<file path="src/verilog/core_pkg.sv">
// core_pkg: shared widths, CSR map, opcodes, credit counts and stage packets of the core
`default_nettype none

package core_pkg;

  // data and instruction words
  typedef logic [31:0] xlen_t;
  // byte address into the instruction space
  typedef logic [31:0] pc_t;
  typedef logic [4:0]  reg_idx_t;
  typedef logic [11:0] csr_addr_t;
  typedef logic [6:0]  opcode_t;
  // wide enough for 0..2 credits plus headroom to catch an overflow
  typedef logic [1:0]  credit_t;

  // csr map
  localparam csr_addr_t CSR_MISELECT = 12'h350;
  localparam csr_addr_t CSR_MCYCLE   = 12'hB00;
  localparam csr_addr_t CSR_MINSTRET = 12'hB02;
  // custom csr, low byte goes to the board leds
  localparam csr_addr_t CSR_LED      = 12'h7C0;

  // major opcodes of the supported subset
  localparam opcode_t OP_OPIMM  = 7'b0010011;
  localparam opcode_t OP_AUIPC  = 7'b0010111;
  localparam opcode_t OP_JAL    = 7'b1101111;
  localparam opcode_t OP_JALR   = 7'b1100111;
  localparam opcode_t OP_SYSTEM = 7'b1110011;

  // decode queue depth, also the fetch credit count after reset
  localparam credit_t FETCH_CREDITS  = 2'd2;
  // credits toward the retire consumer after reset
  localparam credit_t RETIRE_CREDITS = 2'd2;

  localparam int ROM_WORDS = 1024;

  // decoded operation, the csr immediate forms use use_imm
  typedef enum logic [2:0] {
    ADDI, AUIPC, JAL, JALR, CSRRW, CSRRS, CSRRC, NOP
  } op_e;

  typedef struct packed {
    pc_t   pc;
    xlen_t instr;
    logic  epoch;
  } fetch_pkt_s;

  typedef struct packed {
    pc_t       pc;
    xlen_t     instr;
    op_e       op;
    reg_idx_t  rd;
    reg_idx_t  rs1;
    logic      use_imm;
    xlen_t     imm;
    csr_addr_t csr_addr;
    logic      epoch;
  } dec_pkt_s;

  typedef struct packed {
    pc_t      pc;
    reg_idx_t rd;
    xlen_t    value;
    xlen_t    instr;
  } retire_s;

endpackage

`default_nettype wire

</file>
<file path="src/verilog/csr_file.sv">
// csr_file: miselect, mcycle, minstret and led registers with csr read-modify-write
`default_nettype none

module csr_file (
  input  wire clk,
  input  wire arst_n,
  input  wire csr_en,
  input  wire core_pkg::csr_addr_t csr_addr,
  input  wire core_pkg::op_e csr_op,
  input  wire core_pkg::xlen_t csr_wdata,
  input  wire retire_pulse,
  output core_pkg::xlen_t csr_rdata,
  output logic [7:0] led
);

  core_pkg::xlen_t miselect;
  core_pkg::xlen_t mcycle;
  core_pkg::xlen_t minstret;
  core_pkg::xlen_t led_csr;
  core_pkg::xlen_t new_val;
  logic            do_write;

  assign led = led_csr[7:0];

  // old value, also the rd result of the instruction
  always_comb begin
    case (csr_addr)
      core_pkg::CSR_MISELECT: csr_rdata = miselect;
      core_pkg::CSR_MCYCLE:   csr_rdata = mcycle;
      core_pkg::CSR_MINSTRET: csr_rdata = minstret;
      core_pkg::CSR_LED:      csr_rdata = led_csr;
      default:                csr_rdata = '0;
    endcase
  end

  always_comb begin
    case (csr_op)
      core_pkg::CSRRS: new_val = csr_rdata | csr_wdata;
      core_pkg::CSRRC: new_val = csr_rdata & ~csr_wdata;
      default:         new_val = csr_wdata;
    endcase
  end

  // set and clear with a zero source are pure reads
  assign do_write = csr_en && (csr_op == core_pkg::CSRRW || csr_wdata != '0);

  always_ff @(posedge clk or negedge arst_n) begin
    if (!arst_n) begin
      miselect <= '0;
      mcycle   <= '0;
      minstret <= '0;
      led_csr  <= '0;
    end else begin
      if (do_write && csr_addr == core_pkg::CSR_MISELECT) miselect <= new_val;
      if (do_write && csr_addr == core_pkg::CSR_LED) led_csr <= new_val;
      // a write replaces this cycle's count step
      if (do_write && csr_addr == core_pkg::CSR_MCYCLE) mcycle <= new_val;
      else mcycle <= mcycle + 32'd1;
      if (do_write && csr_addr == core_pkg::CSR_MINSTRET) minstret <= new_val;
      else if (retire_pulse) minstret <= minstret + 32'd1;
    end
  end

endmodule

`default_nettype wire

</file>
<file path="config.mk">
export PLATFORM = sky130hd
export DESIGN_NAME = csr_file
export DESIGN_NICKNAME = d
export VERILOG_FILES = /design/src/verilog/core_pkg.sv /design/src/verilog/csr_file.sv
export SDC_FILE = /design/constraint.sdc
export NUM_CORES = 1
export LEC_CHECK = 0
export CAP_MARGIN = 20
export CORE_ASPECT_RATIO = 1.25
export CORE_MARGIN = 2
export CORE_UTILIZATION = 58
export CTS_CLUSTER_SIZE = 12
export DETAILED_ROUTE_END_ITERATION = 12
export DONT_BUFFER_PORTS = 1
export PLACE_DENSITY = 0.81
export SLEW_MARGIN = 20
export SYNTH_ARGS = -nofsm -noshare
export SYNTH_HDL_FRONTEND = slang
export SYNTH_SLANG_ARGS = --single-unit
</file>
<file path="constraint.sdc">
create_clock -name clk -period 1.9 [get_ports clk]
set_input_delay 0.285 -clock clk [delete_from_list [all_inputs] [get_ports clk]]
set_output_delay 0.285 -clock clk [all_outputs]
set_load 0.01 [all_outputs]
</file>
==> impl_metrics.env <==
export IMPL_status="complete, but fails checks"
export IMPL_failed_checks="negative hold slack"
export IMPL_synthesis_nets=965
export IMPL_cts_clk_slew_worst_paths_ps=60
export IMPL_rsz0062_at_grt="yes"
export IMPL_r2r_start="minstret[8]$_DFFE_PN0P_"
export IMPL_diodes=0
export IMPL_core_rowCount=48
export IMPL_cts_buffers=17
export IMPL_synthArstFlopShare=1.00
export IMPL_reg2regPathDepth=5
export IMPL_portBuffers=0
export IMPL_slew_viol_final=0
export IMPL_ant_nets=0
export IMPL_grt_use_total=0.386
export IMPL_grt_overflow_total=0
export IMPL_fmax_ghz=0.537
export IMPL_worstSetupStartpointType="flop"
export IMPL_cts_sinks=128
export IMPL_dp_hpwl_um=19600
export IMPL_netlist_instances=912
export IMPL_area_growth_pct=19.9
export IMPL_drt_iter0_drc=1630
export IMPL_path_max_fanout=4
export IMPL_ys_seq_area_frac=0.388
export IMPL_relSlewSlack=0.513
export IMPL_drive_gt1_frac=0.206
export IMPL_synth_edff_count=0
export IMPL_htree_levels=4
export IMPL_start_util=0.595
export IMPL_fin_tns_setup_ps=0
export IMPL_die_area_um2=15200
export IMPL_reg2reg_setup_slack_ps=40
export IMPL_final_hold_viol_count=128
export IMPL_hp_class="in2async"
export IMPL_ys_dominant_reg_cell="dfrtp_1"
export IMPL_avgViaCountPerCell=7.41
export IMPL_ioPinCount=91
export IMPL_drt_wl_total_um=29100
export IMPL_syn_mean_instance_area_um2=9.05
export IMPL_power_density_nw_per_um2=826
export IMPL_startpoint="minstret[8]$_DFFE_PN0P_"
export IMPL_ctsRootBufferMaster="clkbuf_16"
export IMPL_ir_drop_v=0.000747
export IMPL_drc=0
export IMPL_regArea_um2=3210
export IMPL_finalSetupViolCount=0
export IMPL_cts_buffer_depth=2
export IMPL_cp_arrival_ps=2140
export IMPL_antenna_found_initial=0
export IMPL_worstSkewPairLatency_ps=430
export IMPL_power_uw=8180
export IMPL_critPathKind="reg2reg"
export IMPL_place_area_um2=9130
export IMPL_synth_seq_cells=128
export IMPL_crit_required_ps=2180
export IMPL_fin_skew_ps=6.79
export IMPL_leakagePower_uw=0.00407
export IMPL_die_w_um=111
export IMPL_grt_max_degree=129
export IMPL_period_share=0.980
export IMPL_drv_cap=0
export IMPL_drt_first_pass_iters=6
export IMPL_cts_tree="done"
export IMPL_wl_per_cell_um=25.4
export IMPL_synth_cell_type_count=61
export IMPL_netlist_area_um2=8250
export IMPL_multi_input_area_um2=4710
export IMPL_die_y_um=137
export IMPL_nNetsFinal=1011
export IMPL_cp_end_kind="flop"
export IMPL_place_gp_congestion=0.992
export IMPL_layout_cells_non_filler=1146
export IMPL_fillers=1011
export IMPL_grt_pass1_wl_um=45900
export IMPL_dp_cells=1113
export IMPL_first_global_vias=8404
export IMPL_fin_area_um2=9900
export IMPL_coreArea_um2=13900
export IMPL_yosys_warnings=0
export IMPL_worst_slew_pin_slew_ps=731
export IMPL_whs_ps=-457
export IMPL_crit_end="minstret[21]$_DFFE_PN0P_"
export IMPL_rr_endpoint="minstret[21]$_DFFE_PN0P_"
export IMPL_post_route_min_period_ps=1860
export IMPL_vias=8487
## worst min path at each step
stage / from / to / slack, ps / cells after the start
floorplan: arst_n / led_csr[0]$_DFFE_PN0P_ / -10 / 0
global placement: arst_n / led_csr[4]$_DFFE_PN0P_ / -8 / 0
global route: arst_n / miselect[4]$_DFFE_PN0P_ / -470 / 0
finish: arst_n / miselect[4]$_DFFE_PN0P_ / -460 / 0
CTS: arst_n / miselect[4]$_DFFE_PN0P_ / -460 / 0
detailed placement: arst_n / miselect[4]$_DFFE_PN0P_ / -9 / 0
## power by group
part / switching (uW) / internal, uW
Combinational: 684 / 613
Sequential: 198 / 2930
Clock: 1270 / 2490
## registers in the layout (all words and copies together), names as in the netlist
name / cells
mcycle: 32
minstret: 32
miselect: 32
led_csr: 32
## placed cells by master, fill, tap and decap left out, drive strengths merged, types with 4 or more instances in the layout
cell | netlist | final
dfrtp | 128 | 128
a21oi | 124 | 124
buf | 48 | 115
a22oi | 84 | 84
nor2 | 72 | 72
xor2 | 38 | 38
nand2 | 37 | 37
nand3 | 35 | 35
a22o | 31 | 31
nand4 | 29 | 29
a31oi | 28 | 28
nand4b | 24 | 24
o31ai | 24 | 24
o2bb2ai | 24 | 24
nor3 | 23 | 23
xnor2 | 19 | 19
nor4 | 19 | 19
clkbuf | 40 | 18
and3 | 16 | 16
mux2i | 9 | 9
o21ai | 9 | 9
inv | 7 | 7
a221oi | 6 | 6
bufinv | 0 | 6
clkinv | 2 | 6
and2 | 4 | 4
clkinvlp | 0 | 4
or4 | 4 | 4
## metrics by stage
step	hold slack (ps)	util	setup slack (ps)
after floorplan	-10.6	-	-10.6
after global placement	-7.89	0.658	-20.1
after detailed placement	-8.66	0.658	-54.6
after CTS	-462	0.708	11.4
after global routing	-466	0.713	-1.41
final	-457	0.713	38.1
## metal layers
layer,track usage,share of wire,vias up
li1,-,-,3596
met1,0.462,0.35,4069
met2,0.639,0.47,659
met3,0.108,0.12,163
met4,0.208,0.058,0
met5,0,0,-
## worst max-delay path: stages, from the launching register on
cell and delay, ps:
dfrtp_1 410, nand4_4 120, or4_1 580, nor4_2 320, xnor2_1 180, a22oi_1 100
## layout make-up
type	count	area share
Clock buffer	18	0.0444
Clock inverter	14	0.0240
Inverter	9	0.00354
Multi-Input combinational cell	687	0.476
Sequential cell	128	0.324
Tap cell	175	0.0221
Timing Repair Buffer	115	0.107
## synthesized netlist by cell type (2+ instances only)
master / number / area (um^2)
buf_4: 16 / 120
xnor2_1: 19 / 166
nor2_1: 71 / 267
and2_1: 4 / 25.0
and4bb_2: 2 / 25.0
nor4_1: 14 / 87.6
or4_1: 4 / 30.0
nand3_1: 34 / 170
nand2_1: 37 / 139
dfrtp_1: 128 / 3200
a2111oi_0: 2 / 17.5
xor2_1: 38 / 333
nand4_1: 27 / 169
nand4b_1: 24 / 210
clkbuf_1: 39 / 146
nor4_4: 2 / 42.5
nor3_1: 22 / 110
a22oi_2: 10 / 125
mux2i_1: 9 / 90.1
nor4_2: 3 / 37.5
and3_1: 15 / 93.8
a22o_1: 31 / 272
inv_1: 6 / 22.5
a21oi_1: 124 / 621
ha_1: 2 / 25.0
a311oi_2: 2 / 30.0
a22oi_1: 74 / 556
buf_2: 30 / 150
a31o_2: 2 / 17.5
o2bb2ai_1: 24 / 210
o31ai_1: 24 / 180
a221oi_1: 6 / 52.6
o21ai_0: 9 / 45.0
o221ai_1: 2 / 17.5
clkinv_1: 2 / 7.51
a31oi_1: 27 / 169
and4_1: 3 / 26.3
## cells by family after synthesis
logic type,after synthesis,synth area share
mux,9,0.0109
simple gates,275,0.190
flops,128,0.388
compound gates,344,0.291
buf+inv,97,0.0570
fa+ha+maj,2,0.00303
xor+xnor,57,0.0605
## repair_timing
item                                    in CTS  in global routing
endpoints found under the setup margin       6                 32
pin swaps                                    0                  4
gates cloned                                 0                  0
buffers inserted                             0                  1
gates resized for setup                      3                 15
endpoints found under the hold margin      128                128
No activity file was read; power rests on OpenSTA's default activity.
