### config.mk
export PLATFORM = sky130hd
export DESIGN_NAME = execute_stage
export DESIGN_NICKNAME = d
export VERILOG_FILES = /design/src/verilog/core_pkg.sv /design/src/verilog/execute_stage.sv
export SDC_FILE = /design/constraint.sdc
export NUM_CORES = 1
export LEC_CHECK = 0
export BUFFER_PORTS_ARGS = -buffer_cell sky130_fd_sc_hd__buf_4
export CORE_ASPECT_RATIO = 1.75
export CORE_MARGIN = 2
export CORE_UTILIZATION = 62
export CTS_CLUSTER_DIAMETER = 150
export CTS_CLUSTER_SIZE = 12
export DETAILED_ROUTE_END_ITERATION = 16
export PLACE_DENSITY = 0.82
export SLEW_MARGIN = 15
export SYNTH_ARGS = -nofsm -noshare
export SYNTH_HDL_FRONTEND = slang
export SYNTH_SLANG_ARGS = --single-unit
### constraint.sdc
create_clock -name clk -period 9.9 [get_ports clk]
set_clock_uncertainty 0.1 [all_clocks]
set_input_delay 0.495 -clock clk [delete_from_list [all_inputs] [get_ports clk]]
set_output_delay 0.495 -clock clk [all_outputs]
set_load 0.03 [all_outputs]
### src/verilog/core_pkg.sv
// core_pkg: shared widths, CSR map, opcodes, credit counts and stage packets of the core
`default_nettype none

package core_pkg;

  // data and instruction words
  typedef logic [31:0] xlen_t;
  // byte address into the instruction space
  typedef logic [31:0] pc_t;
  typedef logic [4:0]  reg_idx_t;
  typedef logic [11:0] csr_addr_t;
  typedef logic [6:0]  opcode_t;
  // wide enough for 0..2 credits plus headroom to catch an overflow
  typedef logic [1:0]  credit_t;

  // csr map
  localparam csr_addr_t CSR_MISELECT = 12'h350;
  localparam csr_addr_t CSR_MCYCLE   = 12'hB00;
  localparam csr_addr_t CSR_MINSTRET = 12'hB02;
  // custom csr, low byte goes to the board leds
  localparam csr_addr_t CSR_LED      = 12'h7C0;

  // major opcodes of the supported subset
  localparam opcode_t OP_OPIMM  = 7'b0010011;
  localparam opcode_t OP_AUIPC  = 7'b0010111;
  localparam opcode_t OP_JAL    = 7'b1101111;
  localparam opcode_t OP_JALR   = 7'b1100111;
  localparam opcode_t OP_SYSTEM = 7'b1110011;

  // decode queue depth, also the fetch credit count after reset
  localparam credit_t FETCH_CREDITS  = 2'd2;
  // credits toward the retire consumer after reset
  localparam credit_t RETIRE_CREDITS = 2'd2;

  localparam int ROM_WORDS = 1024;

  // decoded operation, the csr immediate forms use use_imm
  typedef enum logic [2:0] {
    ADDI, AUIPC, JAL, JALR, CSRRW, CSRRS, CSRRC, NOP
  } op_e;

  typedef struct packed {
    pc_t   pc;
    xlen_t instr;
    logic  epoch;
  } fetch_pkt_s;

  typedef struct packed {
    pc_t       pc;
    xlen_t     instr;
    op_e       op;
    reg_idx_t  rd;
    reg_idx_t  rs1;
    logic      use_imm;
    xlen_t     imm;
    csr_addr_t csr_addr;
    logic      epoch;
  } dec_pkt_s;

  typedef struct packed {
    pc_t      pc;
    reg_idx_t rd;
    xlen_t    value;
    xlen_t    instr;
  } retire_s;

endpackage

`default_nettype wire

### src/verilog/execute_stage.sv
// execute_stage: register file, result and redirect logic, retire record and retire credits
`default_nettype none

module execute_stage (
  input  wire clk,
  input  wire arst_n,
  input  wire dec_valid,
  input  wire core_pkg::dec_pkt_s dec_pkt,
  output logic exec_ready,
  output logic redirect_valid,
  output core_pkg::pc_t redirect_pc,
  output logic cur_epoch,
  output logic csr_en,
  output core_pkg::csr_addr_t csr_addr,
  output core_pkg::op_e csr_op,
  output core_pkg::xlen_t csr_wdata,
  input  wire core_pkg::xlen_t csr_rdata,
  output logic retire_pulse,
  output logic retire_valid,
  output core_pkg::retire_s retire,
  input  wire retire_credit
);

  // x1..x31, x0 reads as zero
  core_pkg::xlen_t   regs [1:31];
  core_pkg::credit_t credits;
  core_pkg::xlen_t   rs1_val;
  core_pkg::xlen_t   result;
  core_pkg::xlen_t   wr_val;
  logic              writes_rd;
  logic              jump;
  logic              accept;

  // stall only on the outside consumer
  assign exec_ready   = (credits != '0);
  assign accept       = dec_valid && exec_ready;
  // retire happens in the accepting cycle
  assign retire_pulse = accept;

  assign rs1_val   = (dec_pkt.rs1 == '0) ? '0 : regs[dec_pkt.rs1];
  assign csr_addr  = dec_pkt.csr_addr;
  assign csr_op    = dec_pkt.op;
  assign csr_wdata = dec_pkt.use_imm ? dec_pkt.imm : rs1_val;

  always_comb begin
    result      = '0;
    writes_rd   = 1'b1;
    jump        = 1'b0;
    redirect_pc = '0;
    csr_en      = 1'b0;
    case (dec_pkt.op)
      core_pkg::ADDI:  result = rs1_val + dec_pkt.imm;
      core_pkg::AUIPC: result = dec_pkt.pc + dec_pkt.imm;
      core_pkg::JAL: begin
        result      = dec_pkt.pc + 32'd4;
        jump        = 1'b1;
        redirect_pc = dec_pkt.pc + dec_pkt.imm;
      end
      core_pkg::JALR: begin
        result      = dec_pkt.pc + 32'd4;
        jump        = 1'b1;
        // target lsb is cleared
        redirect_pc = (rs1_val + dec_pkt.imm) & ~32'd1;
      end
      core_pkg::CSRRW, core_pkg::CSRRS, core_pkg::CSRRC: begin
        csr_en = accept;
        result = csr_rdata;
      end
      default: writes_rd = 1'b0;
    endcase
  end

  assign redirect_valid = accept && jump;
  // x0 and non-writing ops report a zero value
  assign wr_val = (writes_rd && dec_pkt.rd != '0) ? result : '0;

  always_ff @(posedge clk or negedge arst_n) begin
    if (!arst_n) begin
      credits      <= core_pkg::RETIRE_CREDITS;
      cur_epoch    <= 1'b0;
      retire_valid <= 1'b0;
    end else begin
      credits <= credits - core_pkg::credit_t'(accept)
                         + core_pkg::credit_t'(retire_credit);
      // flips together with the fetch epoch
      if (redirect_valid) cur_epoch <= ~cur_epoch;
      retire_valid <= accept;
    end
  end

  // register file and retire payload
  always_ff @(posedge clk) begin
    if (accept && writes_rd && dec_pkt.rd != '0) regs[dec_pkt.rd] <= result;
    if (accept) begin
      retire.pc    <= dec_pkt.pc;
      retire.rd    <= dec_pkt.rd;
      retire.value <= wr_val;
      retire.instr <= dec_pkt.instr;
    end
  end

  // the consumer never hands back more credits than retires it has seen
  assert property (@(posedge clk) disable iff (!arst_n)
                   credits <= core_pkg::RETIRE_CREDITS)
    else $error("retire credit count above its initial value");

endmodule

`default_nettype wire

==> results_dict.tcl <==
set metrics [dict create \
    cts_tree "done" \
    coreArea_um2 75220 \
    ys_seq_area_frac 0.6971 \
    drc 0 \
    swShare 0.2690 \
    wl_per_cell_um 35.76 \
    setup_violations 0 \
    clk_latency_ps 740 \
    h-tree-depth 3 \
    status "finished clean" \
    die_w_um 212.6 \
    p_per_area_nw_per_um2 196.4 \
    netlist.area_leader.share 0.6949 \
    grt_max_degree 120 \
    post-route-min-period_ps 7377 \
    grt.total_usage 0.3860 \
    cp.arrival_ps 6780 \
    synth.most_common_cell "edfxtp_1" \
    cts_resized 0 \
    r2r_end "regs[23][28]" \
    cts_made_buffers 101 \
    clockBufferDepth 3 \
    drive_above_1_share 0.2581 \
    power.switching_uw 2874 \
    synth_area_leaders "edfxtp_1, mux4_2, ha_1" \
    fp.dieH_um 369.1 \
    fin_setup_tns_ps 0 \
    crit_required_ps 9310 \
    finalHoldViolCount 0 \
    place_ws_ps 2256 \
    r2r-start "regs[16][0]" \
    max_cap_violations 0 \
    clkTransAtPathRegs_ps 80 \
    timing.final.ws_setup_ps 2523 \
    synth_seq_cells 1097 \
    ioPinCount 345 \
    cts-root-buf "clkbuf_16" \
    syn2layout_area_growth_pct 15.16 \
    fin_nets 3364 \
    gp_congestion 0.9479 \
    finalCritPeriodShare 0.7452 \
    port_buffers 319 \
    cts_hold_buf 72 \
    hpwlAfterDp_um 85090 \
    dr.pass1.iters 5 \
    first_global_vias 30207 \
    p_clk_frac 0.328 \
    ant_nets 0 \
    min_path_type "in2reg" \
    seq_power_share 0.512 \
    ys_types 82 \
    ir_drop_v 0.0001489 \
    p_leak_uw 0.01843 \
    synth_area_um2 47230 \
    r2r_cells 14 \
    slew_headroom 0.1782 \
    maxSlewViolCount 0 \
    synth-edff-count 1093 \
    cp_max_fo 66 \
    yosysTopAreaCell "edfxtp_1" \
    power.share.combinational 0.160 \
    totalWireLength_um 149200 \
    worstSetupPathType "in2out" \
    first_iter_violations 4426 \
    die_area_um2 78490 \
    antenna_found_initial 4 \
    synth_warnings 0 \
    crit_path_start "dec_pkt[46]" \
    rsz0062_at_grt "false" \
    cp-start-kind "input port" \
    vias 29815 \
    tightestPinTransition_ps 1233 \
    grt_pass1_wl_um 209800 \
    r2r_slack_ps 3430 \
    fp-row-count 133 \
    synth_fp_nets 2975 \
    post_drt_via_cell_ratio 7.146 \
    start_util 0.6279 \
    synth_commonest_cells "edfxtp_1, mux4_2, nand2_1" \
    overflow 0 \
    clock_sinks 1097 \
    synthCells 2749 \
    p_int_uw 7810 \
    async_flop_share 0.003646 \
    synth_ff_type "edfxtp_1" \
    cp-end-kind "output pin" \
    fmax_mhz 135.6 \
    postSynthAreaPerCell_um2 17.18 \
    crit_end "redirect_pc[28]" \
    fill_cells 4300 \
    postCtsSetupRepairBufs 0 \
]
-- critical path, stage by stage --
cell and delay (ps):
buf_8 530, buf_4 660, mux4_2 590, a211oi_1 350
a311oi_1 120, a21oi_1 590, nor2_1 110, ha_1 270
fa_1 450, a21o_1 210, a221oi_2 430, o31a_4 300
o311ai_4 170, a311oi_4 450, o21ai_0 190, xor2_1 210
a22o_1 290, buf_4 180
-- cells by family after synthesis --
kind of cell | after synthesis | share of synthesized area
flip-flops | 1097 | 0.6971
AND/OR/NAND/NOR | 547 | 0.05129
AO/OA/AOI/OAI | 456 | 0.06747
buffers and inverters | 191 | 0.01817
XOR/XNOR | 84 | 0.01558
adder cells (fa/ha/maj) | 67 | 0.01807
multiplexers | 307 | 0.1324
-- sequential cells by signal, indices dropped and copies added (netlist names) --
name / count
cur_epoch: 1
retire: 101
regs: 992
retire_valid: 1
credits: 2
-- final cells by class --
cell class / instances / area [um2] / area share
inverter: 30 / 116.4 / 0.002139
sequential: 1097 / 32920 / 0.6053
clock buffer: 116 / 2605 / 0.04790
antenna: 2 / 5.005 / 0.00009202
multi-input combinational: 1461 / 13750 / 0.2529
timing repair buffer: 447 / 3580 / 0.06582
tap: 1012 / 1266 / 0.02328
clock inverter: 7 / 141.4 / 0.002599
-- layout by cell type (no fill, tap or decap), drive strengths merged, types with 9 or more instances in the layout --
master / instances
and2: 21
inv: 32
dlygate4sd3: 72
nand2: 214
nor3: 19
and3: 15
nor2: 168
a311oi: 33
mux4: 253
nand4: 13
a31oi: 15
o21ai: 57
xor2: 32
buf: 375
a211oi: 78
nand2b: 9
clkbuf: 116
xnor2: 52
ha: 65
o31ai: 38
a21oi: 122
mux2i: 49
nand3: 46
a221o: 14
a21o: 28
edfxtp: 1093
-- metal layers --
metal | vias up | global-route usage | share of wire
met2 | 2589 | 0.6199 | 0.48
met1 | 14842 | 0.4777 | 0.32
li1 | 11817 | - | -
met3 | 565 | 0.09625 | 0.12
met4 | 2 | 0.2281 | 0.066
met5 | - | 0 | 0.000087
-- worst min path at each step --
stage / endpoint / slack, ps / cells past startpoint / start
after detailed placement: cur_epoch / 210 / 1 / arst_n
after floorplan: credits[0] / 100 / 0 / arst_n
final: retire[42] / 140 / 3 / csr_rdata[10]
after global placement: cur_epoch / 210 / 1 / arst_n
after CTS: retire[42] / 90 / 3 / csr_rdata[10]
after global routing: retire[63] / 170 / 3 / csr_rdata[31]
-- power groups by stage --
| stage | clock network [uW] | logic (uW) | registers (uW) |
|---|---|---|---|
| after CTS | 3510 | 1670 | 5460 |
| after global placement | 0 | 1580 | 5550 |
| final | 3510 | 1710 | 5470 |
| after global routing | 3660 | 1800 | 5470 |
| after floorplan | 0 | 844 | 5710 |
| after detailed placement | 0 | 1630 | 5560 |
-- through the flow --
stage / instances / util / hold WS [ps] / power (uW) / area (um2)
final: 4172 / 0.7231 / 143.8 / 10680 / 54390
after global routing: 4171 / 0.7231 / 167.3 / 10930 / 54390
after CTS: 4169 / 0.7225 / 94.39 / 10640 / 54350
after detailed placement: 3974 / 0.6764 / 205.1 / 7189 / 50880
after global placement: 3974 / 0.6764 / 205.2 / 7130 / 50880
after floorplan: 2749 / - / 99.41 / 6558 / 47230
(Power assumes the default switching activity.)
