File: config.mk
export PLATFORM = sky130hd
export DESIGN_NAME = decode_stage
export DESIGN_NICKNAME = d
export VERILOG_FILES = /design/src/verilog/core_pkg.sv /design/src/verilog/decode_stage.sv
export SDC_FILE = /design/constraint.sdc
export NUM_CORES = 1
export LEC_CHECK = 0
export BUFFER_PORTS_ARGS = -buffer_cell sky130_fd_sc_hd__buf_2
export CELL_PAD_IN_SITES_DETAIL_PLACEMENT = 0
export CELL_PAD_IN_SITES_GLOBAL_PLACEMENT = 1
export CORE_MARGIN = 2
export CORE_UTILIZATION = 40
export CTS_CLUSTER_SIZE = 10
export DETAILED_ROUTE_END_ITERATION = 8
export PLACE_DENSITY = 0.79
export SETUP_SLACK_MARGIN = 0.02
export SLEW_MARGIN = 15
export SYNTH_ARGS = -nofsm -noshare
export SYNTH_HDL_FRONTEND = slang
export SYNTH_SLANG_ARGS = --single-unit
File: constraint.sdc
create_clock -name clk -period 4.6 [get_ports clk]
set_clock_uncertainty 0.1 [all_clocks]
set_input_delay 0.92 -clock clk [delete_from_list [all_inputs] [get_ports clk]]
set_output_delay 0.92 -clock clk [all_outputs]
set_load 0.02 [all_outputs]
File: src/verilog/core_pkg.sv
// core_pkg: shared widths, CSR map, opcodes, credit counts and stage packets of the core
`default_nettype none

package core_pkg;

  // data and instruction words
  typedef logic [31:0] xlen_t;
  // byte address into the instruction space
  typedef logic [31:0] pc_t;
  typedef logic [4:0]  reg_idx_t;
  typedef logic [11:0] csr_addr_t;
  typedef logic [6:0]  opcode_t;
  // wide enough for 0..2 credits plus headroom to catch an overflow
  typedef logic [1:0]  credit_t;

  // csr map
  localparam csr_addr_t CSR_MISELECT = 12'h350;
  localparam csr_addr_t CSR_MCYCLE   = 12'hB00;
  localparam csr_addr_t CSR_MINSTRET = 12'hB02;
  // custom csr, low byte goes to the board leds
  localparam csr_addr_t CSR_LED      = 12'h7C0;

  // major opcodes of the supported subset
  localparam opcode_t OP_OPIMM  = 7'b0010011;
  localparam opcode_t OP_AUIPC  = 7'b0010111;
  localparam opcode_t OP_JAL    = 7'b1101111;
  localparam opcode_t OP_JALR   = 7'b1100111;
  localparam opcode_t OP_SYSTEM = 7'b1110011;

  // decode queue depth, also the fetch credit count after reset
  localparam credit_t FETCH_CREDITS  = 2'd2;
  // credits toward the retire consumer after reset
  localparam credit_t RETIRE_CREDITS = 2'd2;

  localparam int ROM_WORDS = 1024;

  // decoded operation, the csr immediate forms use use_imm
  typedef enum logic [2:0] {
    ADDI, AUIPC, JAL, JALR, CSRRW, CSRRS, CSRRC, NOP
  } op_e;

  typedef struct packed {
    pc_t   pc;
    xlen_t instr;
    logic  epoch;
  } fetch_pkt_s;

  typedef struct packed {
    pc_t       pc;
    xlen_t     instr;
    op_e       op;
    reg_idx_t  rd;
    reg_idx_t  rs1;
    logic      use_imm;
    xlen_t     imm;
    csr_addr_t csr_addr;
    logic      epoch;
  } dec_pkt_s;

  typedef struct packed {
    pc_t      pc;
    reg_idx_t rd;
    xlen_t    value;
    xlen_t    instr;
  } retire_s;

endpackage

`default_nettype wire

File: src/verilog/decode_stage.sv
// decode_stage: two-entry fetch queue, field and immediate decode, stale-epoch drop
`default_nettype none

module decode_stage (
  input  wire clk,
  input  wire arst_n,
  input  wire fetch_valid,
  input  wire core_pkg::fetch_pkt_s fetch_pkt,
  input  wire cur_epoch,
  output logic decode_credit,
  output logic dec_valid,
  output core_pkg::dec_pkt_s dec_pkt,
  input  wire exec_ready
);

  // one entry per fetch credit
  core_pkg::fetch_pkt_s q [core_pkg::FETCH_CREDITS];
  logic                 wr_ptr;
  logic                 rd_ptr;
  core_pkg::credit_t    count;
  core_pkg::fetch_pkt_s head;
  core_pkg::xlen_t      instr;
  logic                 head_valid;
  logic                 stale;
  logic                 pop;

  assign head       = q[rd_ptr];
  assign instr      = head.instr;
  assign head_valid = (count != '0);
  // fetched before the last redirect
  assign stale      = (head.epoch != cur_epoch);
  assign dec_valid  = head_valid && !stale;
  // leave on a handshake, or silently when stale
  assign pop        = head_valid && (stale || exec_ready);
  // every freed entry goes back to fetch as a credit
  assign decode_credit = pop;

  always_ff @(posedge clk or negedge arst_n) begin
    if (!arst_n) begin
      wr_ptr <= 1'b0;
      rd_ptr <= 1'b0;
      count  <= '0;
    end else begin
      if (fetch_valid) wr_ptr <= ~wr_ptr;
      if (pop) rd_ptr <= ~rd_ptr;
      count <= count + core_pkg::credit_t'(fetch_valid) - core_pkg::credit_t'(pop);
    end
  end

  always_ff @(posedge clk) begin
    if (fetch_valid) q[wr_ptr] <= fetch_pkt;
  end

  always_comb begin
    dec_pkt.pc       = head.pc;
    dec_pkt.instr    = instr;
    dec_pkt.epoch    = head.epoch;
    dec_pkt.rd       = instr[11:7];
    dec_pkt.rs1      = instr[19:15];
    dec_pkt.csr_addr = instr[31:20];
    dec_pkt.use_imm  = 1'b0;
    // i-type by default
    dec_pkt.imm      = {{20{instr[31]}}, instr[31:20]};
    dec_pkt.op       = core_pkg::NOP;
    case (instr[6:0])
      core_pkg::OP_OPIMM: begin
        // only funct3 000 is in the subset
        if (instr[14:12] == 3'b000) dec_pkt.op = core_pkg::ADDI;
      end
      core_pkg::OP_AUIPC: begin
        dec_pkt.op  = core_pkg::AUIPC;
        dec_pkt.imm = {instr[31:12], 12'h000};
      end
      core_pkg::OP_JAL: begin
        dec_pkt.op  = core_pkg::JAL;
        dec_pkt.imm = {{12{instr[31]}}, instr[19:12], instr[20], instr[30:21], 1'b0};
      end
      core_pkg::OP_JALR: dec_pkt.op = core_pkg::JALR;
      core_pkg::OP_SYSTEM: begin
        // funct3 bit 2 picks the zimm form
        case (instr[13:12])
          2'b01:   dec_pkt.op = core_pkg::CSRRW;
          2'b10:   dec_pkt.op = core_pkg::CSRRS;
          2'b11:   dec_pkt.op = core_pkg::CSRRC;
          default: dec_pkt.op = core_pkg::NOP;
        endcase
        dec_pkt.use_imm = instr[14];
        if (instr[14]) dec_pkt.imm = {27'd0, instr[19:15]};
      end
      default: dec_pkt.op = core_pkg::NOP;
    endcase
    // unknown opcodes retire without a destination
    if (dec_pkt.op == core_pkg::NOP) dec_pkt.rd = '0;
  end

  // fetch credit accounting keeps one slot free for every packet in flight
  assert property (@(posedge clk) disable iff (!arst_n)
                   fetch_valid |-> count < core_pkg::FETCH_CREDITS)
    else $error("fetch packet arrived at a full decode queue");

endmodule

`default_nettype wire

==> results by group, run 1 <==
Status
  • Status: completed

Clock tree
  • Clock slew at reported path FFs: approximately 0.050 ns
  • H-tree levels: 4
  • Sink Count: approximately 130
  • Root Driver: clkbuf_16
  • Post_cts resized: 0
  • Post-CTS Setup Repair Bufs: 0
  • CTS Buf Count: 17
  • CTS Hold Buffers Added: 0
  • Clk buf depth: 2
  • Clock latency on the worst-skew pair: ~0.40 ns
  • CTS tree: yes

Routing
  • WL final: around 13000 µm
  • Initial DRC count: 145
  • WL met1: around 5000 µm
  • Met2 wire len: 6430 µm
  • DRT Pass-1 Iters: 4
  • Met3 wire length: around 1000 µm
  • # DRC: 0
  • Avg WL per Cell: between 15 and 20 µm
  • Uppermost layer routed: met4
  • Vias per inst: roughly 5
  • Post-route ant nets: 0
  • Vias: about 3600

Setup path
  • CP endpoint kind: primary output
  • Worst path max stage delay: roughly 0.8 ns
  • CP max-delay cell: dfrtp_4
  • Crit path cell chain: or3b_1 -> a22oi_2 -> o21a_1 -> mux2i_1 -> buf_2
  • Crit path max fanout: 41
  • Startpoint types: flip-flop
  • Crit Path Class: flip-flop to primary output
  • Terminus of the critical flop-to-flop path: count[1]$_DFF_PN0_
  • Worst EP arrival: between 2 and 3 ns
  • Required time worst endpoint: 3.58 ns
  • Worst R2R Path Depth: 8
  • Worst R2R Start: rd_ptr$_DFFE_PN0P_
  • R2r setup slk: just under 2 ns

Placement
  • Port Buffers: just under 200
  • DP Worst Slack: between 1 and 1.5 ns
  • Post-placement cell count: between 700 and 800
  • Gpl congestion: 0.862
  • DP Area: 0.00677 mm²
  • Final HPWL DP: 8730 µm

Pwr
  • Leak: between 2 and 3 nW
  • Pwr/cell area: 689 mW/mm²
  • Maximum vdd drop: 0.400 mV
  • Tot Pwr: 5.06 mW

Synthesis
  • Mean Syn Cell Area: between 15 and 20 µm²
  • Ranking of synthesized cells by area: edfxtp_1, mux2_2, mux2i_1
  • Ys async rst share: 0.0299
  • Cell accounting for the most synthesized area: edfxtp_1
  • Top cell type's share of synthesized area: 0.680
  • Post-synthesis sequential area ratio: 0.697
  • Post-synth EDFFs: 130
  • Netlist Area Pre-Place: around 0.0057 mm²
  • #FFs+latches synth: 134
  • Post-Synthesis Cells: between 300 and 400
  • Yosys warns: 0
  • Synth Flop Type: edfxtp_1
  • Unique cell type count in the Yosys netlist: 44
  • Syn nets: 430

Cells and area
  • Core Util, Final: 0.527
  • Layout cells sized above 1: 0.502
  • Layout Cells excl Fill: approximately 740
  • Final net count: 616
  • Synth-to-Final Area Change: 27.8%
  • Post-route cell area: approximately 0.0073 mm²
  • Most frequent cells in the layout: buf_2, edfxtp_1, mux2_2
  • Fill cells: around 1200
  • Most common cell after layout, fill and taps aside: buf_2

Global routing
  • GRT overflow: 0
  • Vias in the first global route: roughly 3700
  • First-pass GRT wire length: 18700 µm
  • Initial antenna violation count: 1
  • Overall routing resource usage: 0.168
  • Largest net degree at the start of global routing: 66

Timing
  • Final setup viols: 0
  • Final Cycle Share: 0.863
  • Fin crit period: ~4 ns
  • F_max: around 250 MHz
  • Setup tns final: 0 ns
  • Hold WS: ~0.21 ns
  • Setup ws final: 0.628 ns
  • RSZ-0062 raised after global routing: no
  • Hold Vio Cnt, Final: 0
  • Slew HR: 0.369
  • Worst slew pin tran: about 0.95 ns
  • Slew Viols, Final: 0

Floorplan
  • Initial core utilization: 0.412
  • Die area: between 0.015 and 0.02 mm²
  • Core Footprint: 0.0139 mm²
  • Die Wd: roughly 120 µm
  • Die Y: around 120 µm
  • Num rows: between 40 and 50
  • Ports: about 200

Flow run
  • Max Cap Viol: 0

Hold path
  • Worst Hold Class: input port to async pin
## synth_stat cells (4+ instances only)
master,number
edfxtp_1,130
o22ai_1,14
nand2_1,5
a211oi_1,6
o21ai_0,12
mux2i_1,28
dfrtp_1,4
buf_4,22
buf_2,7
mux2_2,45
inv_1,26
nor2_1,9
nand3b_1,4
## worst max-delay path: cells and delay by family, from the launching register on
kind / cells / cell delay, ns
and+or+nand+nor: 1 / 0.47
AOI/OAI and AO/OA: 2 / 0.80
buffers and inverters: 1 / 0.19
DFF: 1 / 0.80
muxes: 1 / 0.26
## where the power goes
group	switching, mW	internal (mW)
Combinational	1.28	0.721
Clock	0.492	0.795
Sequential	0.141	1.63
Total	1.91	3.15
## logic make-up after synthesis
kind of cell    Yosys count  synth area share
flops                   134             0.697
mux                      73             0.137
buf+inv                  57            0.0545
compound gates           52            0.0630
simple gates             33            0.0340
xor+xnor                  5           0.00763
fa+ha+maj                 3           0.00654
## sequential cells by signal (all words and copies together), names as in the netlist
register,count
wr_ptr,1
q,130
rd_ptr,1
count,2
## layout make-up
type | instances | area [µm²] | area share
antenna | 1 | 2.50 | 0.000341
timing repair buffer | 198 | 1000 | 0.136
sequential | 134 | 4010 | 0.546
clock buffer | 20 | 437 | 0.0595
tap | 180 | 225 | 0.0307
clock inverter | 12 | 131 | 0.0179
inverter | 26 | 97.6 | 0.0133
multi-input combinational | 166 | 1440 | 0.196
## per-layer routing
layer / vias up / GRT usage
met5: - / 0
met4: 0 / 0.0689
met3: 19 / 0.0636
met2: 134 / 0.288
met1: 1723 / 0.187
li1: 1729 / -
## how the worst max path moves through the flow
stage / from / to / slack (ns) / depth (start not counted)
final: rd_ptr$_DFFE_PN0P_ / dec_pkt[25] / 0.63 / 5
after global routing: rd_ptr$_DFFE_PN0P_ / dec_pkt[25] / 0.45 / 5
after CTS: rd_ptr$_DFFE_PN0P_ / dec_pkt[25] / 0.58 / 5
after detailed placement: rd_ptr$_DFFE_PN0P_ / dec_pkt[25] / 1.04 / 5
after global placement: rd_ptr$_DFFE_PN0P_ / dec_pkt[29] / 1.12 / 5
after floorplan: fetch_valid / q[0][0]$_DFFE_PP_ / 0.23 / 1
Power figures use the tool's default switching activity.
==> run 2, diff against run 1 <==
--- a/config.mk
+++ b/config.mk
@@ -9,10 +9,11 @@
 export CELL_PAD_IN_SITES_DETAIL_PLACEMENT = 0
 export CELL_PAD_IN_SITES_GLOBAL_PLACEMENT = 1
 export CORE_MARGIN = 2
-export CORE_UTILIZATION = 40
+export CORE_UTILIZATION = 42
+export CTS_BUF_LIST = sky130_fd_sc_hd__clkbuf_4
 export CTS_CLUSTER_SIZE = 10
 export DETAILED_ROUTE_END_ITERATION = 8
-export PLACE_DENSITY = 0.79
+export PLACE_DENSITY_LB_ADDON = 0.15
 export SETUP_SLACK_MARGIN = 0.02
 export SLEW_MARGIN = 15
 export SYNTH_ARGS = -nofsm -noshare
==> constraint.sdc (replaced) <==
create_clock -name clk -period 3.8 [get_ports clk]
set_clock_uncertainty 0.1 [all_clocks]
set_input_delay 0.76 -clock clk [delete_from_list [all_inputs] [get_ports clk]]
set_output_delay 0.76 -clock clk [all_outputs]
set_load 0.02 [all_outputs]
==> run 2 against run 1 <==
Compared with the run above: global-route usage up 0.37 points; critical path depth grew 3; non-clock buffer count increased by 5; clock power decreased by 28%; critical path type unchanged; via count up 0.72%; core utilization rose by 0.78 points; final cell count unchanged.
==> results by group, run 2 (synthesis results as in run 1) <==
Status
  • Status: completed

Global routing
  • First-pass GRT wire length: ~18000 µm
  • Initial antenna violation count: 1
  • Vias in the first global route: around 3600
  • GR Util met3: 0.0597
  • Overall routing resource usage: 0.171
  • M2 GR Usage: 0.278
  • Largest net degree at the start of global routing: between 60 and 70
  • Met1 usage: 0.206
  • Grt peak-use layer: met2
  • GRT overflow: 0

Timing
  • Final setup viols: 0
  • Setup tns final: 0 ns
  • F_max: 278 MHz
  • Final Cycle Share: 0.947
  • Fin crit period: 3.60 ns
  • Hold Vio Cnt, Final: 0
  • Worst slew pin tran: 0.911 ns
  • Slew Viols, Final: 0
  • Slew HR: 0.393
  • RSZ-0062 raised after global routing: yes

Pwr
  • Tot Pwr: roughly 5.5 mW
  • Pwr/cell area: 777 mW/mm²
  • Maximum vdd drop: slightly above 0.6 mV
  • Leak: between 2 and 3 nW

Routing
  • # DRC: 0
  • WL final: between 10000 and 15000 µm
  • DRT Pass-1 Iters: 6
  • Vias: roughly 3600
  • Vias per inst: a little under 5
  • Initial DRC count: approximately 190
  • Post-route ant nets: 0
  • Avg WL per Cell: between 15 and 20 µm

Clock tree
  • Clock slew at reported path FFs: around 0.12 ns
  • CTS tree: yes
  • Clock latency on the worst-skew pair: approximately 0.53 ns
  • H-tree levels: 4
  • Sink Count: between 100 and 150
  • Clk buf depth: 2
  • CTS Buf Count: 17
  • Root Driver: clkbuf_4

Setup path
  • R2r setup slk: approximately 0.95 ns
  • CP endpoint kind: primary output
  • Top delay family on crit path: buffers and inverters
  • Crit path max fanout: 33
  • Startpoint types: flip-flop
  • Required time worst endpoint: 2.94 ns
  • CP bufs+invs: 5
  • CP max-delay cell: dfrtp_4
  • Crit Path Class: flip-flop to primary output
  • Most frequent CP cell: buf_4
  • Crit path cell chain: buf_4 -> mux2i_1 -> buf_4 -> inv_1 -> o21ai_2 -> buf_4 -> o21ai_0 -> buf_2
  • Worst EP arrival: 2.74 ns
  • Worst path max stage delay: around 0.60 ns

Cells and area
  • Post-route cell area: 0.00710 mm²
  • Final net count: ~620
  • Most common cell after layout, fill and taps aside: buf_2
  • Synth-to-Final Area Change: 23.7%
  • Largest registers: q: 130 flops, count: 2 flops
  • Most frequent cells in the layout: buf_2, edfxtp_1, mux2_2
  • Antenna Cells: 0
  • Layout cells sized above 1: 0.519
  • Max reg flops: 130
  • Reg with most FFs: q

Floorplan
  • Ports: 195
  • Num rows: 42
  • Initial core utilization: 0.432
  • Die Wd: between 100 and 150 µm
  • Core Footprint: approximately 0.013 mm²
  • Die Y: 121 µm
  • Die area: between 0.01 and 0.015 mm²

Placement
  • Port Buffers: approximately 190
  • DP Area: ~0.0068 mm²
  • Gpl congestion: 0.896
  • Final HPWL DP: roughly 8500 µm

Hold path
  • Worst Hold Class: input port to flip-flop

Flow run
  • Max Cap Viol: 0
-- run 2: cell count changes in the layout (fill, tap and decap cells not counted), moves of 2 or more --
cell        delta
buf_4          +4
clkbuf_16     -17
clkinvlp_4     -2
clkbuf_1       -3
clkinv_2       +3
inv_6          +3
clkbuf_4      +17
-- run 2: metrics by stage --
stage / std cells / hold slack, ns / worst slack [ns] / utilization
floorplan: 357 / 0.364 / 0.692 / -
global placement: 702 / 0.386 / 0.627 / 0.510
detailed placement: 702 / 0.404 / 0.546 / 0.510
CTS: 737 / 0.237 / 0.0316 / 0.533
global route: 737 / 0.233 / -0.0158 / 0.534
finish: 737 / 0.298 / 0.201 / 0.534
-- run 2: final timing paths --
kind	start	endpoint	cells past startpoint
setup reg to reg	rd_ptr$_DFFE_PN0P_	count[1]$_DFF_PN0_	9
min in group asynchronous	arst_n	wr_ptr$_DFFE_PN0P_	2
hold reg to reg	count[1]$_DFF_PN0_	count[1]$_DFF_PN0_	1
max in group asynchronous	arst_n	rd_ptr$_DFFE_PN0P_	2
hold / removal	fetch_pkt[12]	q[1][12]$_DFFE_PP_	1
setup / recovery	rd_ptr$_DFFE_PN0P_	dec_pkt[24]	8
-- run 2: cell type report --
| class | count | area (µm²) |
|---|---|---|
| clock buffer | 17 | 128 |
| clock inverter | 15 | 154 |
| fill | 1173 | 6190 |
| inverter | 26 | 97.6 |
| multi-input combinational | 166 | 1460 |
| sequential | 134 | 4010 |
| tap | 176 | 220 |
| timing repair buffer | 203 | 1040 |
-- run 2: timing repair --
action	CTS	global route
resized for setup	1	4
setup buffers	2	0
setup endpoints to repair	9	30
pin swaps	1	0
gates cloned	0	0
hold buffers	1	0
endpoints found under the hold margin	4	0
-- run 2: power by group --
group	switching [mW]	internal (mW)	total [mW]
clock network	0.531	0.392	0.923
registers	0.119	1.97	2.09
logic	1.61	0.900	2.51
-- run 2: metal layers --
metal	vias up	part of all wire
met4	2	0.015
li1	1741	-
met1	1745	0.42
met5	-	0.00057
met3	14	0.066
met2	129	0.50
