`config.mk`:
```
export PLATFORM = sky130hd
export DESIGN_NAME = fetch_stage
export DESIGN_NICKNAME = d
export VERILOG_FILES = /design/src/verilog/core_pkg.sv /design/src/verilog/fetch_stage.sv
export SDC_FILE = /design/constraint.sdc
export NUM_CORES = 1
export LEC_CHECK = 0
export BUFFER_PORTS_ARGS = -buffer_cell sky130_fd_sc_hd__buf_2
export CELL_PAD_IN_SITES_DETAIL_PLACEMENT = 0
export CELL_PAD_IN_SITES_GLOBAL_PLACEMENT = 1
export CORE_MARGIN = 2
export CORE_UTILIZATION = 35
export CTS_CLUSTER_DIAMETER = 60
export DETAILED_ROUTE_END_ITERATION = 10
export HOLD_SLACK_MARGIN = 0.02
export PLACE_DENSITY_LB_ADDON = 0.1
export SETUP_SLACK_MARGIN = 0.02
export SYNTH_ARGS = -nofsm -noshare
export SYNTH_HDL_FRONTEND = slang
export SYNTH_SLANG_ARGS = --single-unit
```
`constraint.sdc`:
```
create_clock -name clk -period 3.5 [get_ports clk]
set_input_delay 0.35 -clock clk [delete_from_list [all_inputs] [get_ports clk]]
set_output_delay 0.35 -clock clk [all_outputs]
set_load 0.01 [all_outputs]
```
`src/verilog/core_pkg.sv`:
```
// core_pkg: shared widths, CSR map, opcodes, credit counts and stage packets of the core
`default_nettype none

package core_pkg;

  // data and instruction words
  typedef logic [31:0] xlen_t;
  // byte address into the instruction space
  typedef logic [31:0] pc_t;
  typedef logic [4:0]  reg_idx_t;
  typedef logic [11:0] csr_addr_t;
  typedef logic [6:0]  opcode_t;
  // wide enough for 0..2 credits plus headroom to catch an overflow
  typedef logic [1:0]  credit_t;

  // csr map
  localparam csr_addr_t CSR_MISELECT = 12'h350;
  localparam csr_addr_t CSR_MCYCLE   = 12'hB00;
  localparam csr_addr_t CSR_MINSTRET = 12'hB02;
  // custom csr, low byte goes to the board leds
  localparam csr_addr_t CSR_LED      = 12'h7C0;

  // major opcodes of the supported subset
  localparam opcode_t OP_OPIMM  = 7'b0010011;
  localparam opcode_t OP_AUIPC  = 7'b0010111;
  localparam opcode_t OP_JAL    = 7'b1101111;
  localparam opcode_t OP_JALR   = 7'b1100111;
  localparam opcode_t OP_SYSTEM = 7'b1110011;

  // decode queue depth, also the fetch credit count after reset
  localparam credit_t FETCH_CREDITS  = 2'd2;
  // credits toward the retire consumer after reset
  localparam credit_t RETIRE_CREDITS = 2'd2;

  localparam int ROM_WORDS = 1024;

  // decoded operation, the csr immediate forms use use_imm
  typedef enum logic [2:0] {
    ADDI, AUIPC, JAL, JALR, CSRRW, CSRRS, CSRRC, NOP
  } op_e;

  typedef struct packed {
    pc_t   pc;
    xlen_t instr;
    logic  epoch;
  } fetch_pkt_s;

  typedef struct packed {
    pc_t       pc;
    xlen_t     instr;
    op_e       op;
    reg_idx_t  rd;
    reg_idx_t  rs1;
    logic      use_imm;
    xlen_t     imm;
    csr_addr_t csr_addr;
    logic      epoch;
  } dec_pkt_s;

  typedef struct packed {
    pc_t      pc;
    reg_idx_t rd;
    xlen_t    value;
    xlen_t    instr;
  } retire_s;

endpackage

`default_nettype wire

```
`src/verilog/fetch_stage.sv`:
```
// fetch_stage: program counter, epoch bit and credit-limited issue toward decode
`default_nettype none

module fetch_stage (
  input  wire clk,
  input  wire arst_n,
  input  wire redirect_valid,
  input  wire core_pkg::pc_t redirect_pc,
  input  wire decode_credit,
  output core_pkg::pc_t rom_addr,
  input  wire core_pkg::xlen_t rom_data,
  output logic fetch_valid,
  output core_pkg::fetch_pkt_s fetch_pkt
);

  core_pkg::pc_t     pc;
  logic              epoch;
  core_pkg::credit_t credits;
  logic              issue;

  // rom is read straight from the current pc
  assign rom_addr = pc;

  // one issue per cycle while decode has room
  assign issue = (credits != '0);

  always_ff @(posedge clk or negedge arst_n) begin
    if (!arst_n) begin
      pc          <= '0;
      epoch       <= 1'b0;
      credits     <= core_pkg::FETCH_CREDITS;
      fetch_valid <= 1'b0;
    end else begin
      fetch_valid <= issue;
      // spend one per issue, get one back per freed queue entry
      credits <= credits - core_pkg::credit_t'(issue)
                         + core_pkg::credit_t'(decode_credit);
      // redirect wins over the sequential step
      // a packet issued this cycle still carries the old epoch
      if (redirect_valid) begin
        pc    <= redirect_pc;
        epoch <= ~epoch;
      end else if (issue) begin
        pc <= pc + 32'd4;
      end
    end
  end

  // payload only, qualified by fetch_valid
  always_ff @(posedge clk) begin
    if (issue) begin
      fetch_pkt.pc    <= pc;
      fetch_pkt.instr <= rom_data;
      fetch_pkt.epoch <= epoch;
    end
  end

  // decode never returns more credits than it was given
  assert property (@(posedge clk) disable iff (!arst_n)
                   credits <= core_pkg::FETCH_CREDITS)
    else $error("fetch holds more credits than decode has entries");

endmodule

`default_nettype wire

```
==> flow_results.org, run 1 <==
** Run status
- Outcome :: finished clean

** Logic synthesis
- The share of synthesized area in the top cell type comes to 50.5%.
- Net count after synthesis :: 338
- Summing the areas of all compound-gate instances in the mapped netlist gives 4.08% of the synthesized area.
- Ranked by instance count, the synthesized netlist is headed by 65 x edfxtp_1, 41 x nand2_1, 35 x dfrtp_1, 25 x o21ai_0, 20 x xor2_1.
- Dividing the synthesized area by the synthesized cell count gives 14.4 um^2.
- Proportion of synthesized chip area in sequential cells :: 73.9%
- The synthesized design spends more area on one cell type than any other, namely edfxtp_1.
- After Yosys synthesis, XOR and XNOR cells account for 7.03% of the synthesized area.
- For this run, the leading register cell type out of synthesis is edfxtp_1.
- Most area-consuming cells after synthesis :: edfxtp_1 51%, dfrtp_1 23%, xor2_1 4.5%
- By area, the combinational part of the netlist is dominated by simple AND/OR/NAND/NOR gates.
- After technology mapping, the gate count stands at 268.
- Counting flops with an async set or reset pin after synthesis yields a share of 35.6%.
- Synthesized flop and latch total :: 101
- Fraction of synthesized area in multiplexers :: 1.13%
- Of the total synthesized cell area, the portion taken by full adders, half adders and majority gates is 0.648%.
- Of the total synthesized cell area, the portion taken by AND, OR, NAND and NOR gates is 11.9%.
- Distinct cells, synth :: 31
- For this run, the number of Yosys warnings is 0.
- Counting flops with a built-in enable in the synthesized netlist gives 65.
- After synthesis the cells add up to 3860 um^2.
- Most common cell in the netlist :: edfxtp_1

** Place
- Number of buffer cells added on primary ports :: 165
- Including well taps, the total number of placed cells is 568.
- Routability congestion estimate :: 0.678
- Summed over all nets, the half-perimeter wirelength after detailed placement is 6660 um.

** Detailed routing
- The pre-antenna-repair detailed-routing pass consisted of 4 iterations.
- Mean routed wirelength per cell :: 15.5 um
- Number of nets with antenna violations after routing :: 0
- Residual DRC count :: 0
- Vias/cell :: 4.58
- Starting DRT DRC Count :: 65
- For this block, the via count after detailed routing is 2682.
- Wires add up to 9070 um.

** STA
- Headroom to the max-slew limit came out at 31.2%.
- Number of endpoints with negative hold slack in the final report :: 0
- For the pin with the worst max-slew slack, the measured transition is 1.02 ns.
- Final clock period utilization by the worst path :: 64.1%
- The count of final max-slew check failures was 0.
- Setup repair after global routing missed its margin :: no
- Setup violation total in the final timing report :: 0
- Across the routed clock network, the largest skew measured is 0.00857 ns.
- FMAX :: 446 MHz
- Min Clock Period, post-route :: 2.24 ns
- Final total negative setup slack :: 0 ns

** CTS
- The cell sitting at the root of the clock tree is a clkbuf_8.
- Buffers inserted during clock tree synthesis total 9.
- Quantity of hold-fixing buffers added after cts :: 0
- The number of gates resized after CTS was 0.
- H-tree depth :: 3
- Post-CTS timing repair inserted 0 buffers for setup.
- Max Root-Sink Buffers :: 2
- The clock net in this run drives a total of 101 sinks.
- After clock tree synthesis, the clock-pin slew on the worst setup and hold paths is 0.10 ns.
- Worst skew pair latency :: 0.36 ns
- TritonCTS built the clock tree.

** Critical path
- The startpoint identified for the worst register-to-register timing path is rom_addr[3].
- Worst EP arrival :: 2.52 ns
- Cell with the largest stage delay on the worst path :: nor4_1
- The signal on the critical path passes through ha_1, o21ai_1, nor4_1, nand4_1, xor2_1, o21ai_0.
- The worst register-to-register path ends at rom_addr[20].
- Kind of critical path :: flip-flop to flip-flop
- Category of the worst setup path launch point :: flip-flop
- For flop-to-flop paths, the worst setup slack is 1.26 ns.
- Critical path fanouts, max :: 7
- On the worst path, the slowest cell contributes a delay of 0.81 ns.
- Reg2reg path depth :: 6
- STA puts the critical path data required time at 3.78 ns.
- The worst setup path is captured at a flip-flop.

** Cells and area
- Area overhead of the layout relative to synthesis :: 31.3%
- After the flow finishes, the layout carries non-filler instances totaling 585.
- For this run, the post-layout net count is 509.
- Share of cells above drive strength 1 :: 43.9%

** Global route
- Met1 Track Usage GR :: 19.9%
- Across every metal layer, demand over resource in global routing totals 15.3%.
- Number of antenna violations at the first check in global routing :: 1
- The via count of the first global-routing pass is 2621.
- Entering global routing, the biggest net connects 47 pins.
- The first global-routing pass estimated 13600 um of wire.
- In this run the most used layer during global routing was met2.
- Grt ovf :: 0
- Global routing consumed, on the met2 layer, 24.0% of the routing resources.
- For met3 alone, demand over resource in global routing was 4.00%.

** Floorplan
- Die extent in x :: 109 um
- After floorplanning, the core was sized to cover 10800 um^2.
- Number of cell rows :: 38
- I/O pin total :: 166
- Y dimension of the die :: 109 um
- The floorplan step defined a die boundary enclosing 11900 um^2.
- Initial standard-cell utilization of the core :: 35.8%

** Run
- Number of max-cap violations :: 0

** Worst hold path
- In this run the worst hold path is classified as input port to asynchronous set/reset pin.

** Power and ir drop
- Worst supply voltage drop on vdd :: 0.198 mV
- Pwr dens :: 504 nW/um^2
- The analysis attributes to cell leakage a power of 2.14 nW.
-- report_power, final --
part	internal [W]	switching, W
clock	0.000408	0.000399
sequential	0.00138	0.0000750
combinational	0.000126	0.000161
total	0.00192	0.000635
-- critical path: cells and delay by family, from the launching register on --
family          cells  cell delay, ns
compound gates      2            0.28
xor+xnor            1            0.19
fa+ha+maj           1            0.19
flops               1            0.49
simple gates        2            1.02
-- metal layers --
layer | vias to the layer above | routed length, um
li1 | 1312 | -
met1 | 1241 | 3930
met2 | 118 | 4150
met3 | 11 | 845
met4 | 0 | 150
met5 | - | 0
-- how the worst max path moves through the flow --
stage / start / to / cells past startpoint
2_1_floorplan: credits[1] / rom_addr[5] / 5
4_1_cts: rom_addr[2] / rom_addr[20] / 6
3_5_place_dp: rom_addr[2] / rom_addr[20] / 6
3_3_place_gp: rom_addr[3] / rom_addr[20] / 6
6_report: rom_addr[3] / rom_addr[20] / 6
5_1_grt: rom_addr[3] / rom_addr[20] / 6
-- cells in the final DEF (no fill, tap or decap), types with 4 or more instances in the layout --
cell type,synthesis,routed
nor4_2,4,4
buf_4,0,4
xor2_1,20,20
o21ai_0,25,25
xnor2_1,11,11
nand4_1,10,10
clkbuf_8,0,9
o21ai_1,5,5
edfxtp_1,65,65
nor2_1,8,8
buf_2,1,165
nand2_1,41,41
nand3_1,8,8
dfrtp_1,35,35
-- flip-flops by register name, summed over array words and instances (netlist names) --
name         flops
credits          2
fetch_pkt       65
fetch_valid      1
epoch            1
rom_addr        32
-- final cells by class --
| cell class | instances | area, um^2 |
|---|---|---|
| fill | 1039 | 5720 |
| timing repair buffer | 169 | 856 |
| clock buffer | 11 | 131 |
| inverter | 2 | 7.51 |
| antenna | 1 | 2.50 |
| clock inverter | 5 | 85.1 |
| tap | 140 | 175 |
| sequential | 101 | 2850 |
| multi-input combinational | 156 | 958 |
-- kinds of logic (layout without fill, tap and decap cells) --
logic type                 Yosys count  count (layout)
AOI/OAI and AO/OA                   31              31
xor gates and xnor gates            31              31
adders and majority gates            2               2
buffers and inverters               11             187
DFF                                101             101
muxes                                4               4
other                                0               1
and+or+nand+nor                     88              88
-- stage by stage --
stage          hold WS (ns)  util (%)  worst slack, ns  instance area, um^2  power [W]
6_report             0.0939      47.0             1.26                 5070    0.00255
5_1_grt               0.131      47.0             1.08                 5070    0.00268
4_1_cts               0.120      47.0             1.24                 5070    0.00259
3_5_place_dp          0.457      44.9             1.25                 4850    0.00178
3_3_place_gp          0.447      44.9             1.32                 4850    0.00178
2_1_floorplan        0.0544         -            0.930                 3860    0.00161
(Power assumes the default switching activity.)
==> inputs of run 2 (changes only) <==
--- a/config.mk
+++ b/config.mk
@@ -9,7 +9,7 @@
 export CELL_PAD_IN_SITES_DETAIL_PLACEMENT = 0
 export CELL_PAD_IN_SITES_GLOBAL_PLACEMENT = 1
 export CORE_MARGIN = 2
-export CORE_UTILIZATION = 35
+export CORE_UTILIZATION = 33
 export CTS_CLUSTER_DIAMETER = 60
 export DETAILED_ROUTE_END_ITERATION = 10
 export HOLD_SLACK_MARGIN = 0.02
==> constraint.sdc (replaced) <==
create_clock -name clk -period 1.9 [get_ports clk]
set_input_delay 0.19 -clock clk [delete_from_list [all_inputs] [get_ports clk]]
set_output_delay 0.19 -clock clk [all_outputs]
set_load 0.01 [all_outputs]
==> run 2 against run 1 <==
  * Die area increased by 5.8%
  * Flip-flop and latch count unchanged
  * Register-to-register slack got worse by 1.2 ns
  * Non-clock buffer count increased by 58
  * Critical path type unchanged
  * Largest power group unchanged
==> flow_results.org, run 2 (same netlist as run 1, synthesis figures left out) <==
** Floorplan
- The floorplan has 39 rows.
- Y dimension of the die :: 112 um
- During I/O placement, the number of pins put on the boundary was 166.
- The die is 112 um wide.
- Initial standard-cell utilization of the core :: 33.8%
- The die covers 12600 um^2.
- The floorplan step defined a core boundary enclosing 11400 um^2.

** Critical path
- STA puts the critical path data required time at 2.13 ns.
- Category of the worst setup path launch point :: flip-flop
- Reg2reg path depth :: 5
- The critical path is of the flip-flop to flip-flop type.
- Critical path fanouts, max :: 6
- Data on the critical path arrives at its endpoint at 2.09 ns.
- Capturing element type of the critical path :: flip-flop
- For flop-to-flop paths, the worst setup slack is 0.04 ns.

** Run
- Number of max-cap violations :: 0

** Place
- After detailed placement, the total cell area comes to 5070 um^2.
- Worst Setup Slack post-DPL :: 0.00282 ns
- The congestion estimate from routability-driven global placement came to 0.710.
- Final HPWL DP :: 7180 um
- Number of buffer cells added on primary ports :: 165

** Worst hold path
- Kind of path behind the tightest hold check :: input port to flip-flop
- Cells on Worst Hold Path :: 3

** Cells and area
- Fillcell total :: 1035
- Utilization of the core after routing :: 50.1%
- Final std cell area, no fill :: 5720 um^2
- Top library cells by usage in the layout, fill and taps aside :: 165 x buf_2, 65 x edfxtp_1, 41 x nand2_1, 33 x dlygate4sd3_1, 32 x dfrtp_1
- The post-route netlist has 45.1% of its cells at a drive strength greater than 1.
- The register with the most flip-flops in the layout has 65 of them.
- Final nets :: 567
- From synthesis to final layout, the design area changed by 48.0%.
- Largest reg by FF count :: fetch_pkt
- The library cell used most frequently in the layout, excluding fill and tap cells, is buf_2.
- ANT cells :: 0

** Global route
- Global-route wire length before repair :: 15500 um
- Global routing finished with a remaining overflow of 0.
- Via count of the first global-routing pass :: 2939
- Number of antenna violations at the first check in global routing :: 0
- Entering global routing, the biggest net connects 34 pins.
- Overall track demand over capacity in global routing :: 15.9%

** Detailed routing
- After the first detailed-routing iteration, the DRC count stood at 126.
- Across all layers, the routed design uses 2914 vias.
- After detailed routing, the average wire length per cell comes to 15.5 um.
- For this run, design rule violations remaining after detail routing come to 0.
- The pre-antenna-repair detailed-routing pass consisted of 4 iterations.
- Number of nets with antenna violations after routing :: 0
- Using the TritonRoute via totals, the vias-per-cell ratio works out to 4.52.
- Total wirelength of the detailed-routed design :: 10000 um

** Power and ir drop
- Worst supply voltage drop on vdd :: 0.575 mV
- In this run the power density over the cells is 873 nW/um^2.
- Leakage Power :: 2.49 nW

** STA
- FMAX :: 538 MHz
- Setup violations remaining at the end of the flow were counted as 0.
- Setup slack closes at 0.0424 ns.
- The hold violation total from the final report came to 0.
- Slew margin rel. :: 57.7%
- Final clock period utilization by the worst path :: 97.8%
- At the pin with the least slew margin, the transition time is 0.635 ns.
- Setup repair after global routing could not meet its margin everywhere.
- Clk_skew :: 0.00641 ns
- Final number of max-transition violations :: 0
- Counting I/O delays and the setup requirement, the final critical path takes 1.86 ns.
- Hold timing on the final database bottoms out at a slack of 0.0554 ns.

** CTS
- The tree is rooted in a clkbuf_16.
- Max Root-Sink Buffers :: 2
- H-tree depth :: 3
- Cts bufs inserted :: 9
- The clock reaches the later pin of the worst-skew pair after 0.34 ns.
- Register clock-pin slew on the reported worst setup and hold paths :: 0.07 ns
- TritonCTS built the clock tree.
- Setup bufs post-CTS :: 0
- Counting every sink on the clock net gives 101.

** Run status
- The flow ran to the end, and the final reports show no timing, DRC or antenna violations.
-- run 2: cell types whose count changed in the layout (fill, tap and decap cells not counted), moves of 4 or more --
cell	delta
dlygate4sd3_1	+33
buf_4	+23
clkbuf_16	+9
clkbuf_8	-9
nor4_2	-4
nor4_4	+4
-- run 2: worst paths after layout --
| path | end | from |
|---|---|---|
| setup / recovery | rom_addr[22] | credits[1] |
| hold / removal | rom_addr[29] | redirect_pc[29] |
| setup reg to reg | rom_addr[22] | credits[1] |
| hold reg to reg | epoch | epoch |
| max in group asynchronous | rom_addr[23] | arst_n |
| min in group asynchronous | rom_addr[17] | arst_n |
-- run 2: routing by layer --
layer,up-vias,routed length [um],track usage [%]
met3,11,709,4.27
li1,1425,-,-
met5,-,0,0
met2,120,4580,24.9
met1,1358,4560,20.7
met4,0,161,6.99
-- run 2: per-stage QoR --
stage,std cells,TNS [ns],power [W]
after global placement,596,0,0.00334
after detailed placement,596,0,0.00335
after floorplan,268,-3.18,0.00296
final,644,0,0.00499
after global routing,644,-0.0387,0.00524
after CTS,644,0,0.00507
-- run 2: worst max-delay path, cell delays in order, from the launching register on --
cell,delay (ns)
dfstp_2,0.54
o21ai_2,0.06
or4_4,0.62
nor4_4,0.18
xor2_1,0.09
mux2_2,0.26
-- run 2: area by class of cell --
class                   count  area [um^2]  share of cell area, %
multi-input cells         156         1020                   17.8
clock buffers              10          229                   4.01
well taps                 143          179                   3.13
flip-flops and latches    101         2860                   50.0
inverters                   2         11.3                  0.197
clock inverters             5         28.8                  0.504
repair buffers            227         1390                   24.3
-- run 2: report_power, final --
group	leakage [nW]	switching (W)	internal (W)	total [W]
registers	1.07	0.000103	0.00256	0.00266
clock network	0.123	0.000767	0.000872	0.00164
logic	1.29	0.000363	0.000328	0.000691
-- run 2: repair_timing --
item / in CTS / in global routing
endpoints found under the hold margin: 56 / 0
hold buffers: 33 / 0
resized for setup: 1 / 10
pin swaps: 0 / 9
setup endpoints to repair: 1 / 6
